<file path="config.mk">
export PLATFORM = sky130hd
export DESIGN_NAME = gemm_tile_sched
export DESIGN_NICKNAME = d
export VERILOG_FILES = /design/src/rtl/sched_ctrl_pkg.sv /design/src/rtl/sched_geom_pkg.sv /design/src/rtl/gemm_tile_sched.sv /design/src/rtl/tile_perf_counters.sv /design/src/rtl/tile_loop_fsm.sv /design/src/rtl/tile_geometry.sv
export VERILOG_INCLUDE_DIRS = /design/src /design/src/rtl
export SDC_FILE = /design/constraint.sdc
export NUM_CORES = 1
export LEC_CHECK = 0
export BUFFER_PORTS_ARGS = -buffer_cell sky130_fd_sc_hd__buf_4
export CAP_MARGIN = 30
export CORE_ASPECT_RATIO = 0.9
export CORE_MARGIN = 8
export CORE_UTILIZATION = 60
export CTS_BUF_LIST = sky130_fd_sc_hd__clkbuf_4 sky130_fd_sc_hd__clkbuf_8
export CTS_CLUSTER_DIAMETER = 120
export DETAILED_ROUTE_END_ITERATION = 6
export PLACE_DENSITY = 0.89
export SYNTH_ARGS = -nofsm -noshare
export SYNTH_HDL_FRONTEND = slang
export SYNTH_SLANG_ARGS = --single-unit
</file>
<file path="constraint.sdc">
create_clock -name clk -period 11 [get_ports clk]
set_input_delay 1.65 -clock clk [delete_from_list [all_inputs] [get_ports clk]]
set_output_delay 1.65 -clock clk [all_outputs]
set_load 0.1 [all_outputs]
</file>
<file path="src/rtl/sched_cfg.svh">
// Scheduler configuration: problem, tile, PE-array and counter widths
`ifndef SCHED_CFG_SVH
`define SCHED_CFG_SVH

// ------------------------------
// Problem dimensions and tile indices
// ------------------------------
`define SCHED_M_W 10
`define SCHED_N_W 10
// K is usually the deepest dimension
`define SCHED_K_W 12

// ------------------------------
// Tile dimensions and PE array
// ------------------------------
`define SCHED_TM_W 6
`define SCHED_TN_W 6
`define SCHED_TK_W 6
// One mask bit per PE row and column
`define SCHED_MAX_TM (1 << `SCHED_TM_W)
`define SCHED_MAX_TN (1 << `SCHED_TN_W)

// Per-tile perf counter width
`define SCHED_CNT_W 32
`endif
</file>
<file path="src/rtl/sched_ctrl_pkg.sv">
// Control and status types: bank readiness, buffer/array strobes, scheduler phase
`include "sched_cfg.svh"

package sched_ctrl_pkg;

  // ------------------------------
  // Inputs from host / DMA
  // ------------------------------
  // Level per bank, set once that bank holds the needed k-slice
  typedef struct packed {
    logic a_ping;
    logic a_pong;
    logic b_ping;
    logic b_pong;
  } bank_valid_t;

  // ------------------------------
  // Outputs to buffers and array
  // ------------------------------
  // rd_en and k_idx go to both operand buffers
  // bank_sel is shared by A and B, 0 = ping, 1 = pong
  // clr zeroes the accumulators at tile start
  // en is the MAC enable, one cycle behind rd_en
  typedef struct packed {
    logic                   rd_en;
    logic [`SCHED_TK_W-1:0] k_idx;
    logic                   bank_sel;
    logic                   clr;
    logic                   en;
  } buf_ctrl_t;

  // Loop-nest FSM states, also exported to the perf counters
  typedef enum logic [2:0] {
    ph_idle,
    ph_prep_tile,
    ph_wait_ready,
    ph_stream_k,
    ph_tile_done,
    ph_done
  } sched_phase_t;

endpackage

</file>
<file path="src/rtl/sched_geom_pkg.sv">
// Geometry types: problem dims, tile counts, tile coordinates and edge-tile sizes
`include "sched_cfg.svh"

package sched_geom_pkg;

  // ------------------------------
  // Problem description
  // ------------------------------
  // Full GEMM dims and tile dims
  // Host keeps these stable while the scheduler is busy
  typedef struct packed {
    logic [`SCHED_M_W-1:0]  m;
    logic [`SCHED_N_W-1:0]  n;
    logic [`SCHED_K_W-1:0]  k;
    logic [`SCHED_TM_W-1:0] tm;
    logic [`SCHED_TN_W-1:0] tn;
    logic [`SCHED_TK_W-1:0] tk;
  } gemm_dims_t;

  // Number of tiles per dimension, ceil(dim / tile)
  typedef struct packed {
    logic [`SCHED_M_W-1:0] mt;
    logic [`SCHED_N_W-1:0] nt;
    logic [`SCHED_K_W-1:0] kt;
  } tile_counts_t;

  // ------------------------------
  // Walk position
  // ------------------------------
  // Coordinates of the tile being worked on
  typedef struct packed {
    logic [`SCHED_M_W-1:0] m_tile;
    logic [`SCHED_N_W-1:0] n_tile;
    logic [`SCHED_K_W-1:0] k_tile;
  } tile_idx_t;

  // Effective sizes, smaller than the tile size only on edge tiles
  typedef struct packed {
    logic [`SCHED_TM_W-1:0] tm_eff;
    logic [`SCHED_TN_W-1:0] tn_eff;
    logic [`SCHED_TK_W-1:0] tk_eff;
  } tile_eff_t;

endpackage

</file>
<file path="src/rtl/gemm_tile_sched.sv">
// GEMM tile scheduler top: geometry, loop-nest FSM and perf counters
`timescale 1ns/1ps
`include "sched_cfg.svh"

module gemm_tile_sched (
  input  logic                         clk,
  input  logic                         rst_n,
  input  logic                         start,
  input  logic                         abort,
  input  sched_geom_pkg::gemm_dims_t   dims,
  input  sched_ctrl_pkg::bank_valid_t  bank_valid,
  output sched_ctrl_pkg::buf_ctrl_t    buf_ctrl,
  output logic [`SCHED_MAX_TM-1:0]     en_mask_row,
  output logic [`SCHED_MAX_TN-1:0]     en_mask_col,
  output logic                         busy,
  output logic                         done_tile,
  output sched_geom_pkg::tile_idx_t    tile_idx,
  output logic [`SCHED_CNT_W-1:0]      cycles_tile,
  output logic [`SCHED_CNT_W-1:0]      stall_cycles
);
  import sched_geom_pkg::*;
  import sched_ctrl_pkg::*;

  tile_counts_t counts;
  tile_eff_t    eff;
  sched_phase_t phase;

  // Combinational, follows tile_idx with no delay
  tile_geometry tile_geometry_inst (
    .dims        (dims),
    .idx         (tile_idx),
    .counts      (counts),
    .eff         (eff),
    .en_mask_row (en_mask_row),
    .en_mask_col (en_mask_col)
  );

  tile_loop_fsm tile_loop_fsm_inst (
    .clk        (clk),
    .rst_n      (rst_n),
    .start      (start),
    .abort      (abort),
    .bank_valid (bank_valid),
    .counts     (counts),
    .tk_eff     (eff.tk_eff),
    .buf_ctrl   (buf_ctrl),
    .idx        (tile_idx),
    .phase      (phase),
    .busy       (busy),
    .done_tile  (done_tile)
  );

  // Counters only watch the FSM phase
  tile_perf_counters tile_perf_counters_inst (
    .clk          (clk),
    .rst_n        (rst_n),
    .phase        (phase),
    .cycles_tile  (cycles_tile),
    .stall_cycles (stall_cycles)
  );

endmodule

</file>
<file path="src/rtl/tile_perf_counters.sv">
// Per-tile perf counters: compute cycles and bank-wait stall cycles
`timescale 1ns/1ps
`include "sched_cfg.svh"

module tile_perf_counters (
  input  logic                         clk,
  input  logic                         rst_n,
  input  sched_ctrl_pkg::sched_phase_t phase,
  output logic [`SCHED_CNT_W-1:0]      cycles_tile,
  output logic [`SCHED_CNT_W-1:0]      stall_cycles
);
  import sched_ctrl_pkg::*;

  // ------------------------------
  // Counters
  // ------------------------------
  // Cleared on prep_tile, counts land one cycle after the phase
  // Both stick at all-ones instead of wrapping
  always_ff @(posedge clk or negedge rst_n) begin
    if (!rst_n) begin
      cycles_tile  <= '0;
      stall_cycles <= '0;
    end else if (phase == ph_prep_tile) begin
      cycles_tile  <= '0;
      stall_cycles <= '0;
    end else if (phase == ph_stream_k) begin
      // Bubble and drain cycles included, so a tile totals k + kt
      if (cycles_tile != '1) begin
        cycles_tile <= cycles_tile + 1'b1;
      end
    end else if (phase == ph_wait_ready) begin
      // Waiting on ping/pong banks
      if (stall_cycles != '1) begin
        stall_cycles <= stall_cycles + 1'b1;
      end
    end
  end

endmodule

</file>
<file path="src/rtl/tile_loop_fsm.sv">
// Loop-nest FSM: walks (m, n, k) tiles, picks ping/pong banks and streams each k-slice
`timescale 1ns/1ps
`include "sched_cfg.svh"

module tile_loop_fsm (
  input  logic                         clk,
  input  logic                         rst_n,
  input  logic                         start,
  input  logic                         abort,
  input  sched_ctrl_pkg::bank_valid_t  bank_valid,
  input  sched_geom_pkg::tile_counts_t counts,
  input  logic [`SCHED_TK_W-1:0]       tk_eff,
  output sched_ctrl_pkg::buf_ctrl_t    buf_ctrl,
  output sched_geom_pkg::tile_idx_t    idx,
  output sched_ctrl_pkg::sched_phase_t phase,
  output logic                         busy,
  output logic                         done_tile
);
  import sched_geom_pkg::*;
  import sched_ctrl_pkg::*;

  sched_phase_t           state;
  sched_phase_t           state_nxt;
  tile_idx_t              idx_q;
  // Step inside the k-slice, runs 0..tk_eff
  logic [`SCHED_TK_W-1:0] k_ctr;
  logic                   bank_sel;
  logic                   banks_ready;
  logic                   slice_end;
  logic                   last_slice;
  logic                   last_tile;

  // ------------------------------
  // Bank policy and loop bounds
  // ------------------------------
  // Even k_tile reads ping, odd reads pong, same bank for A and B
  assign bank_sel    = idx_q.k_tile[0];
  assign banks_ready = bank_sel ? (bank_valid.a_pong && bank_valid.b_pong)
                                : (bank_valid.a_ping && bank_valid.b_ping);

  // Last stream cycle only computes, the read was issued one cycle earlier
  assign slice_end  = (k_ctr == tk_eff);
  assign last_slice = (idx_q.k_tile + 1 >= counts.kt);
  assign last_tile  = (idx_q.n_tile + 1 >= counts.nt) && (idx_q.m_tile + 1 >= counts.mt);

  // ------------------------------
  // Next state
  // ------------------------------
  always_comb begin
    state_nxt = state;
    case (state)
      ph_idle, ph_done: begin
        if (start) begin
          state_nxt = ph_prep_tile;
        end
      end
      ph_prep_tile: state_nxt = ph_wait_ready;
      // Back-pressure, hold until both operand banks are loaded
      ph_wait_ready: begin
        if (banks_ready) begin
          state_nxt = ph_stream_k;
        end
      end
      ph_stream_k: begin
        if (slice_end) begin
          state_nxt = last_slice ? ph_tile_done : ph_wait_ready;
        end
      end
      ph_tile_done: state_nxt = last_tile ? ph_done : ph_prep_tile;
      default:      state_nxt = ph_idle;
    endcase
    // Abort beats everything
    if (abort) begin
      state_nxt = ph_idle;
    end
  end

  // ------------------------------
  // State, indices and k counter
  // ------------------------------
  always_ff @(posedge clk or negedge rst_n) begin
    if (!rst_n) begin
      state <= ph_idle;
      idx_q <= '0;
      k_ctr <= '0;
    end else begin
      state <= state_nxt;
      if (abort) begin
        idx_q <= '0;
        k_ctr <= '0;
      end else begin
        case (state)
          // New (m, n) tile always starts from k_tile 0
          ph_prep_tile: begin
            idx_q.k_tile <= '0;
            k_ctr        <= '0;
          end
          ph_stream_k: begin
            if (slice_end) begin
              k_ctr <= '0;
              // k_tile stays put on the final slice so tile_done still shows it
              if (!last_slice) begin
                idx_q.k_tile <= idx_q.k_tile + 1'b1;
              end
            end else begin
              k_ctr <= k_ctr + 1'b1;
            end
          end
          // n runs fastest, m wraps after the last n tile
          ph_tile_done: begin
            idx_q.k_tile <= '0;
            if (last_tile) begin
              idx_q.m_tile <= '0;
              idx_q.n_tile <= '0;
            end else if (idx_q.n_tile + 1 < counts.nt) begin
              idx_q.n_tile <= idx_q.n_tile + 1'b1;
            end else begin
              idx_q.n_tile <= '0;
              idx_q.m_tile <= idx_q.m_tile + 1'b1;
            end
          end
          default: ;
        endcase
      end
    end
  end

  // ------------------------------
  // Outputs
  // ------------------------------
  // First stream cycle is the read bubble, en trails rd_en by one cycle
  always_comb begin
    buf_ctrl.rd_en    = (state == ph_stream_k) && (k_ctr < tk_eff);
    buf_ctrl.k_idx    = (state == ph_stream_k) ? k_ctr : '0;
    buf_ctrl.bank_sel = bank_sel;
    buf_ctrl.clr      = (state == ph_prep_tile);
    buf_ctrl.en       = (state == ph_stream_k) && (k_ctr != '0);
  end

  assign busy      = (state != ph_idle) && (state != ph_done);
  assign done_tile = (state == ph_tile_done);
  assign phase     = state;
  assign idx       = idx_q;

endmodule

</file>
<file path="src/rtl/tile_geometry.sv">
// Tile geometry: ceiling-division tile counts, edge-tile sizes and PE enable masks
`timescale 1ns/1ps
`include "sched_cfg.svh"

module tile_geometry (
  input  sched_geom_pkg::gemm_dims_t   dims,
  input  sched_geom_pkg::tile_idx_t    idx,
  output sched_geom_pkg::tile_counts_t counts,
  output sched_geom_pkg::tile_eff_t    eff,
  output logic [`SCHED_MAX_TM-1:0]     en_mask_row,
  output logic [`SCHED_MAX_TN-1:0]     en_mask_col
);

  // dim + tile - 1, one guard bit so it cannot wrap
  logic [`SCHED_M_W:0] m_sum;
  logic [`SCHED_N_W:0] n_sum;
  logic [`SCHED_K_W:0] k_sum;

  // Start of the current tile inside the full dimension
  logic [`SCHED_M_W+`SCHED_TM_W-1:0] m_off;
  logic [`SCHED_N_W+`SCHED_TN_W-1:0] n_off;
  logic [`SCHED_K_W+`SCHED_TK_W-1:0] k_off;

  // What is left of the dimension from that offset on
  logic [`SCHED_M_W-1:0] m_rem;
  logic [`SCHED_N_W-1:0] n_rem;
  logic [`SCHED_K_W-1:0] k_rem;

  // ------------------------------
  // Tile counts
  // ------------------------------
  // Zero tile size gives zero tiles, only seen while idle
  always_comb begin
    m_sum     = dims.m + dims.tm - 1'b1;
    n_sum     = dims.n + dims.tn - 1'b1;
    k_sum     = dims.k + dims.tk - 1'b1;
    counts.mt = (dims.tm == '0) ? '0 : `SCHED_M_W'(m_sum / dims.tm);
    counts.nt = (dims.tn == '0) ? '0 : `SCHED_N_W'(n_sum / dims.tn);
    counts.kt = (dims.tk == '0) ? '0 : `SCHED_K_W'(k_sum / dims.tk);
  end

  // ------------------------------
  // Effective sizes
  // ------------------------------
  always_comb begin
    m_off = idx.m_tile * dims.tm;
    n_off = idx.n_tile * dims.tn;
    k_off = idx.k_tile * dims.tk;
    // Offset is always below dim on a legal walk, clamp anyway
    m_rem = (dims.m > m_off) ? dims.m - m_off[`SCHED_M_W-1:0] : '0;
    n_rem = (dims.n > n_off) ? dims.n - n_off[`SCHED_N_W-1:0] : '0;
    k_rem = (dims.k > k_off) ? dims.k - k_off[`SCHED_K_W-1:0] : '0;
    // Full tile unless the remainder is shorter
    eff.tm_eff = (m_rem > dims.tm) ? dims.tm : m_rem[`SCHED_TM_W-1:0];
    eff.tn_eff = (n_rem > dims.tn) ? dims.tn : n_rem[`SCHED_TN_W-1:0];
    eff.tk_eff = (k_rem > dims.tk) ? dims.tk : k_rem[`SCHED_TK_W-1:0];
  end

  // ------------------------------
  // Edge masks
  // ------------------------------
  // Thermometer code, bit i set for PE row/col i inside the tile
  always_comb begin
    for (int i = 0; i < `SCHED_MAX_TM; i++) begin
      en_mask_row[i] = (i < eff.tm_eff);
    end
    for (int j = 0; j < `SCHED_MAX_TN; j++) begin
      en_mask_col[j] = (j < eff.tn_eff);
    end
  end

endmodule

</file>
==> summary.md, run 1 <==
| Metric | Value |
|---|---|
| CTS Root Buffer Type | `clkbuf_8` |
| Fail Step | `global routing (5_1_grt)` |
| Clk sink count | `105` |
| Compound-Gate Fraction of Synth Area | `0.199` |
| Syn Inst Count | `3,313` |
| Number of port buffers | `291` |
| Number of cell rows | `70` |
| Mux contribution to synthesized area | `0.0318` |
| Pre-CTS WS | `-15,110 ps` |
| Top-level I/O count | `294` |
| Cell Area, Placed | `0.0330 mm²` |
| Total gr overflow | `283` |
| Post-synthesis xor/xnor area fraction | `0.0658` |
| Count of different cell masters after synthesis | `102` |
| Syn Area/Cell | `7.51 µm²` |
| Largest net degree at the start of global routing | `63` |
| Initial core utilization | `0.610` |
| Max clock buf depth | `2` |
| Hpwl dp | `71.3 mm` |
| Simple-gate portion of the synthesized area | `0.244` |
| Largest family of logic cells by synthesized area | `adder cells` |
| Placer Congestion | `0.951` |
| Flip-flop and latch count after synthesis | `105` |
| EDFF count, synth | `0` |
| Seq/Total Area, Yosys | `0.106` |
| Total Routing Usage GR | `0.820` |
| Cell Area, Synth | `0.0249 mm²` |
| Status | `did not finish` |
| Main flop type after synthesis | `dfrtp_1` |
| Inserted Clock Buffers | `9` |
| Tool error | `[ERROR GRT-0232] Routing congestion too high. Check the congestion heatmap in the GUI.` |
| Synth Area in Adders | `0.286` |
| Post-synthesis async set-or-reset flop share | `1.00` |
| Die H | `209 µm` |
| Synth warnings | `0` |
| DIE WIDTH | `231 µm` |
| CTS HTree Levels | `3` |
-- stage by stage --
step / std cells / hold slack, ps
CTS: 4963 / 552
detailed placement: 4654 / 537
global placement: 4654 / 518
floorplan: 3314 / 487
-- cells by family after synthesis --
family | Yosys count
AOI/OAI and AO/OA | 762
xor gates and xnor gates | 187
muxes | 73
DFF | 105
other | 1
and+or+nand+nor | 1254
adders and majority gates | 501
buffers and inverters | 430
-- routing by layer --
metal,overflow,global-route usage
met3,24,0.784
met1,28,0.813
met4,100,0.768
met2,127,0.899
met5,4,0.611
-- cells in the mapped netlist (11+ instances only) --
cell | count | share of area
nand3_1 | 77 | 0.015
xnor2_1 | 91 | 0.032
inv_1 | 310 | 0.047
fa_1 | 113 | 0.091
o21a_1 | 107 | 0.032
nand2b_1 | 77 | 0.019
mux2i_1 | 27 | 0.011
and2_1 | 85 | 0.021
o21ai_1 | 13 | 0.0026
a21oi_1 | 187 | 0.038
xor2_1 | 96 | 0.034
o211ai_1 | 17 | 0.0051
o21bai_1 | 17 | 0.0051
o31ai_1 | 32 | 0.0097
clkbuf_1 | 101 | 0.015
a211oi_1 | 13 | 0.0039
o21ai_0 | 197 | 0.040
and4_1 | 11 | 0.0039
and3_1 | 29 | 0.0073
dfrtp_1 | 105 | 0.11
nand2_1 | 405 | 0.061
nor2_1 | 271 | 0.041
nor4_1 | 17 | 0.0043
a21boi_0 | 13 | 0.0039
nand4_1 | 33 | 0.0083
a31oi_1 | 17 | 0.0043
a21o_1 | 54 | 0.016
nor2b_1 | 65 | 0.016
or2_2 | 21 | 0.0053
ha_1 | 387 | 0.19
nor3_1 | 99 | 0.020
mux2_2 | 42 | 0.019
or3_1 | 27 | 0.0068
-- timing repair --
| action | in CTS |
|---|---|
| hold buffers | 0 |
| hold endpoints to repair | 0 |
| buffers inserted | 295 |
| cloned | 3 |
| pin swaps | 233 |
| gates resized for setup | 209 |
| endpoints found under the setup margin | 35 |
==> run 2, diff against run 1 <==
Settings changed: CORE_ASPECT_RATIO 0.9 to default, CORE_UTILIZATION 60 to 40, CTS_BUF_LIST sky130_fd_sc_hd__clkbuf_4 sky130_fd_sc_hd__clkbuf_8 to default, CTS_CLUSTER_DIAMETER 120 to default, PLACE_DENSITY 0.89 to default, PLACE_DENSITY_LB_ADDON from default to 0.15.
==> run 2 against run 1 <==
Effect of this change: the flow now finishes, with violations (negative setup slack); area after synthesis unchanged; synthesized cell count is the same.
==> summary.md, run 2 <==
| Metric | Value |
|---|---|
| EDFF count, synth | `0` |
| Clock Skew | `8.45 ps` |
| Final wirelength | `86.0 mm` |
| Clock Pin Slew Worst Setup and Hold Paths | `80 ps` |
| Mux contribution to synthesized area | `0.0318` |
| Syn Inst Count | `3,313` |
| CTS Root Buffer Type | `clkbuf_16` |
| Cell accounting for the most synthesized area | `ha_1` |
| Part of the cycle the worst path needs | `2.22` |
| Die H | `265 µm` |
| Syn Area/Cell | `7.51 µm²` |
| Reg-to-Reg Start | `tile_loop_fsm_inst.idx[3]$_DFFE_PN0P_` |
| CTS tree | `built` |
| Total gr overflow | `0` |
| Status | `finished with violations` |
| Max Cap Viol | `0` |
| Max Slew Vio Count | `0` |
| Synth warnings | `0` |
| Initial antenna violation count | `1` |
| Post-Layout Cell Count | `5,249` |
| Layout cell share with drive strength beyond 1 | `0.380` |
| Req. time, crit path | `11,280 ps` |
| Max Clk Rate | `40.9 MHz` |
| Die area | `0.0704 mm²` |
| Hpwl dp | `66.2 mm` |
| Drt initial violations | `1,322` |
| Placer Congestion | `0.842` |
| Critical Path Slowest Stage Cell | `or4_4` |
| Cell Area, Synth | `0.0249 mm²` |
| Hold crit path type | `register to register` |
| Hold EP | `tile_perf_counters_inst.cycles_tile[0]$_DFFE_PN0P_` |
| Largest net degree at the start of global routing | `69` |
| CP Launch Type | `primary input` |
| Post-synthesis xor/xnor area fraction | `0.0658` |
| Min-delay src | `tile_perf_counters_inst.cycles_tile[0]$_DFFE_PN0P_` |
| Count leader, synth | `nand2_1` |
| Simple-gate portion of the synthesized area | `0.244` |
| Via density per instance | `5.21` |
| Hold depth | `1` |
| DR vias | `27,400` |
| Final setup viols | `34` |
| Failing checks | `negative setup slack` |
| Cell Area, Placed | `0.0335 mm²` |
| Compound-Gate Fraction of Synth Area | `0.199` |
| Seq/Total Area, Yosys | `0.106` |
| Slew HR | `0.386` |
| Number of port buffers | `291` |
| Total Routing Usage GR | `0.233` |
| Synth top area share | `0.195` |
| Crit path max fanout | `10` |
| Max clock buf depth | `2` |
| Wirelength per Cell | `16.4 µm` |
| DRT Pass-1 Iters | `5` |
| Core Region | `0.0616 mm²` |
| Setup WS post-layout | `-13,470 ps` |
| CTS Hold Bufs | `0` |
| Pre-CTS WS | `-14,410 ps` |
| Final min period | `24,470 ps` |
| Count of different cell masters after synthesis | `102` |
| CTS HTree Levels | `3` |
| Final hold vios | `0` |
| Initial core utilization | `0.404` |
| Commonest non-fill, non-tap cell in the layout | `buf_4` |
| Nets@finish | `4,965` |
| P&R area growth vs syn | `49.2%` |
| Most frequent cells in the layout | `1,161 x buf_4, 376 x nand2_1, 342 x ha_1, 279 x inv_1, 239 x nor2_1` |
| Clock Latency Late Sink | `380 ps` |
| # DRC | `0` |
| Antenna cells | `0` |
| Reg-to-reg slack, setup | `2190 ps` |
| R2R depth | `46` |
| Largest family of logic cells by synthesized area | `adder cells` |
| DRT antenna net count | `0` |
| Worst endpoint data arrival time | `24,760 ps` |
| Post-synthesis async set-or-reset flop share | `1.00` |
| Design area | `0.0371 mm²` |
| Global-route wire length before repair | `137 mm` |
| Number of cell rows | `91` |
| RSZ-0062 raised after global routing | `yes` |
| Worst r2r dst | `tile_loop_fsm_inst.idx[10]$_DFFE_PN0P_` |
| Main flop type after synthesis | `dfrtp_1` |
| Flip-flop and latch count after synthesis | `105` |
| DIE WIDTH | `265 µm` |
| Fin util | `0.603` |
| Synth top area cells | `ha_1 19%, dfrtp_1 11%, fa_1 9.1%, nand2_1 6.1%, inv_1 4.7%` |
| Clk sink count | `105` |
| Inserted Clock Buffers | `9` |
| Worst stage delay on the critical path | `530 ps` |
| Measured slew at the worst slew-check pin | `921 ps` |
| Top-level I/O count | `294` |
| Post-synth top cells | `405 x nand2_1, 387 x ha_1, 310 x inv_1, 271 x nor2_1, 197 x o21ai_0` |
| Top cell by count, worst path | `o21a_1` |
| Synth Area in Adders | `0.286` |
| Vias in the first global route | `26,800` |
| Crit. End Element | `register` |
| Placed Cells | `4,967` |
| CP Class | `primary input to register` |
## run 2: cell counts after synthesis
Identical to the previous run, type by type.
## run 2: worst max path at each step
stage	start	endpoint
after global routing	dims[5]	tile_loop_fsm_inst.idx[2]$_DFFE_PN0P_
after detailed placement	dims[5]	tile_loop_fsm_inst.idx[10]$_DFFE_PN0P_
after global placement	dims[5]	tile_loop_fsm_inst.idx[10]$_DFFE_PN0P_
after floorplan	dims[1]	tile_loop_fsm_inst.idx[10]$_DFFE_PN0P_
final	dims[5]	tile_loop_fsm_inst.idx[10]$_DFFE_PN0P_
after CTS	dims[1]	tile_loop_fsm_inst.idx[5]$_DFFE_PN0P_
## run 2: repair_timing
item | in CTS | in global routing
endpoints found under the setup margin | 35 | 42
setup buffers | 204 | 57
gates resized for setup | 162 | 160
cloned | 5 | 1
pin swaps | 184 | 146
## run 2: cells by family (layout without fill, tap and decap cells)
group,after synthesis,in the layout
DFF,105,105
and+or+nand+nor,1254,1255
other,1,2
AOI/OAI and AO/OA,762,762
muxes,73,73
adders and majority gates,501,501
buffers and inverters,430,1527
xor gates and xnor gates,187,187
## run 2: layout make-up
type | count | area [µm²]
Sequential cell | 105 | 2630
Multi-Input combinational cell | 2780 | 22700
Clock inverter | 5 | 86.3
Clock buffer | 11 | 243
Fill cell | 5547 | 24500
Timing Repair Buffer | 1199 | 9230
Inverter | 312 | 1220
Tap cell | 837 | 1050
## run 2: stage by stage
stage | hold slack [ps] | setup TNS, ps
after global routing | 569 | -437110
after floorplan | 487 | -401080
after detailed placement | 543 | -421780
after global placement | 521 | -413610
final | 552 | -396480
after CTS | 556 | -377980
## run 2: per-layer routing
layer / wire length, µm / up-vias / part of all wire / track usage
met1: 39400 / 13000 / 0.46 / 0.306
li1: - / 13700 / - / -
met4: 2010 / 2 / 0.023 / 0.0581
met5: 13 / - / 0.00015 / 0
met2: 40300 / 629 / 0.47 / 0.394
met3: 4330 / 113 / 0.050 / 0.0388
## run 2: critical path, delay by kind of cell
kind	cells	cell delay (ps)
compound gates	59	9310
xor+xnor	1	140
buf+inv	10	1210
simple gates	41	7000
mux	5	1320
fa+ha+maj	16	4050
Power of run 2 is left out: the tool's default activity adds up to more than one toggle a clock period on the data nets, which glitch-free logic cannot reach.
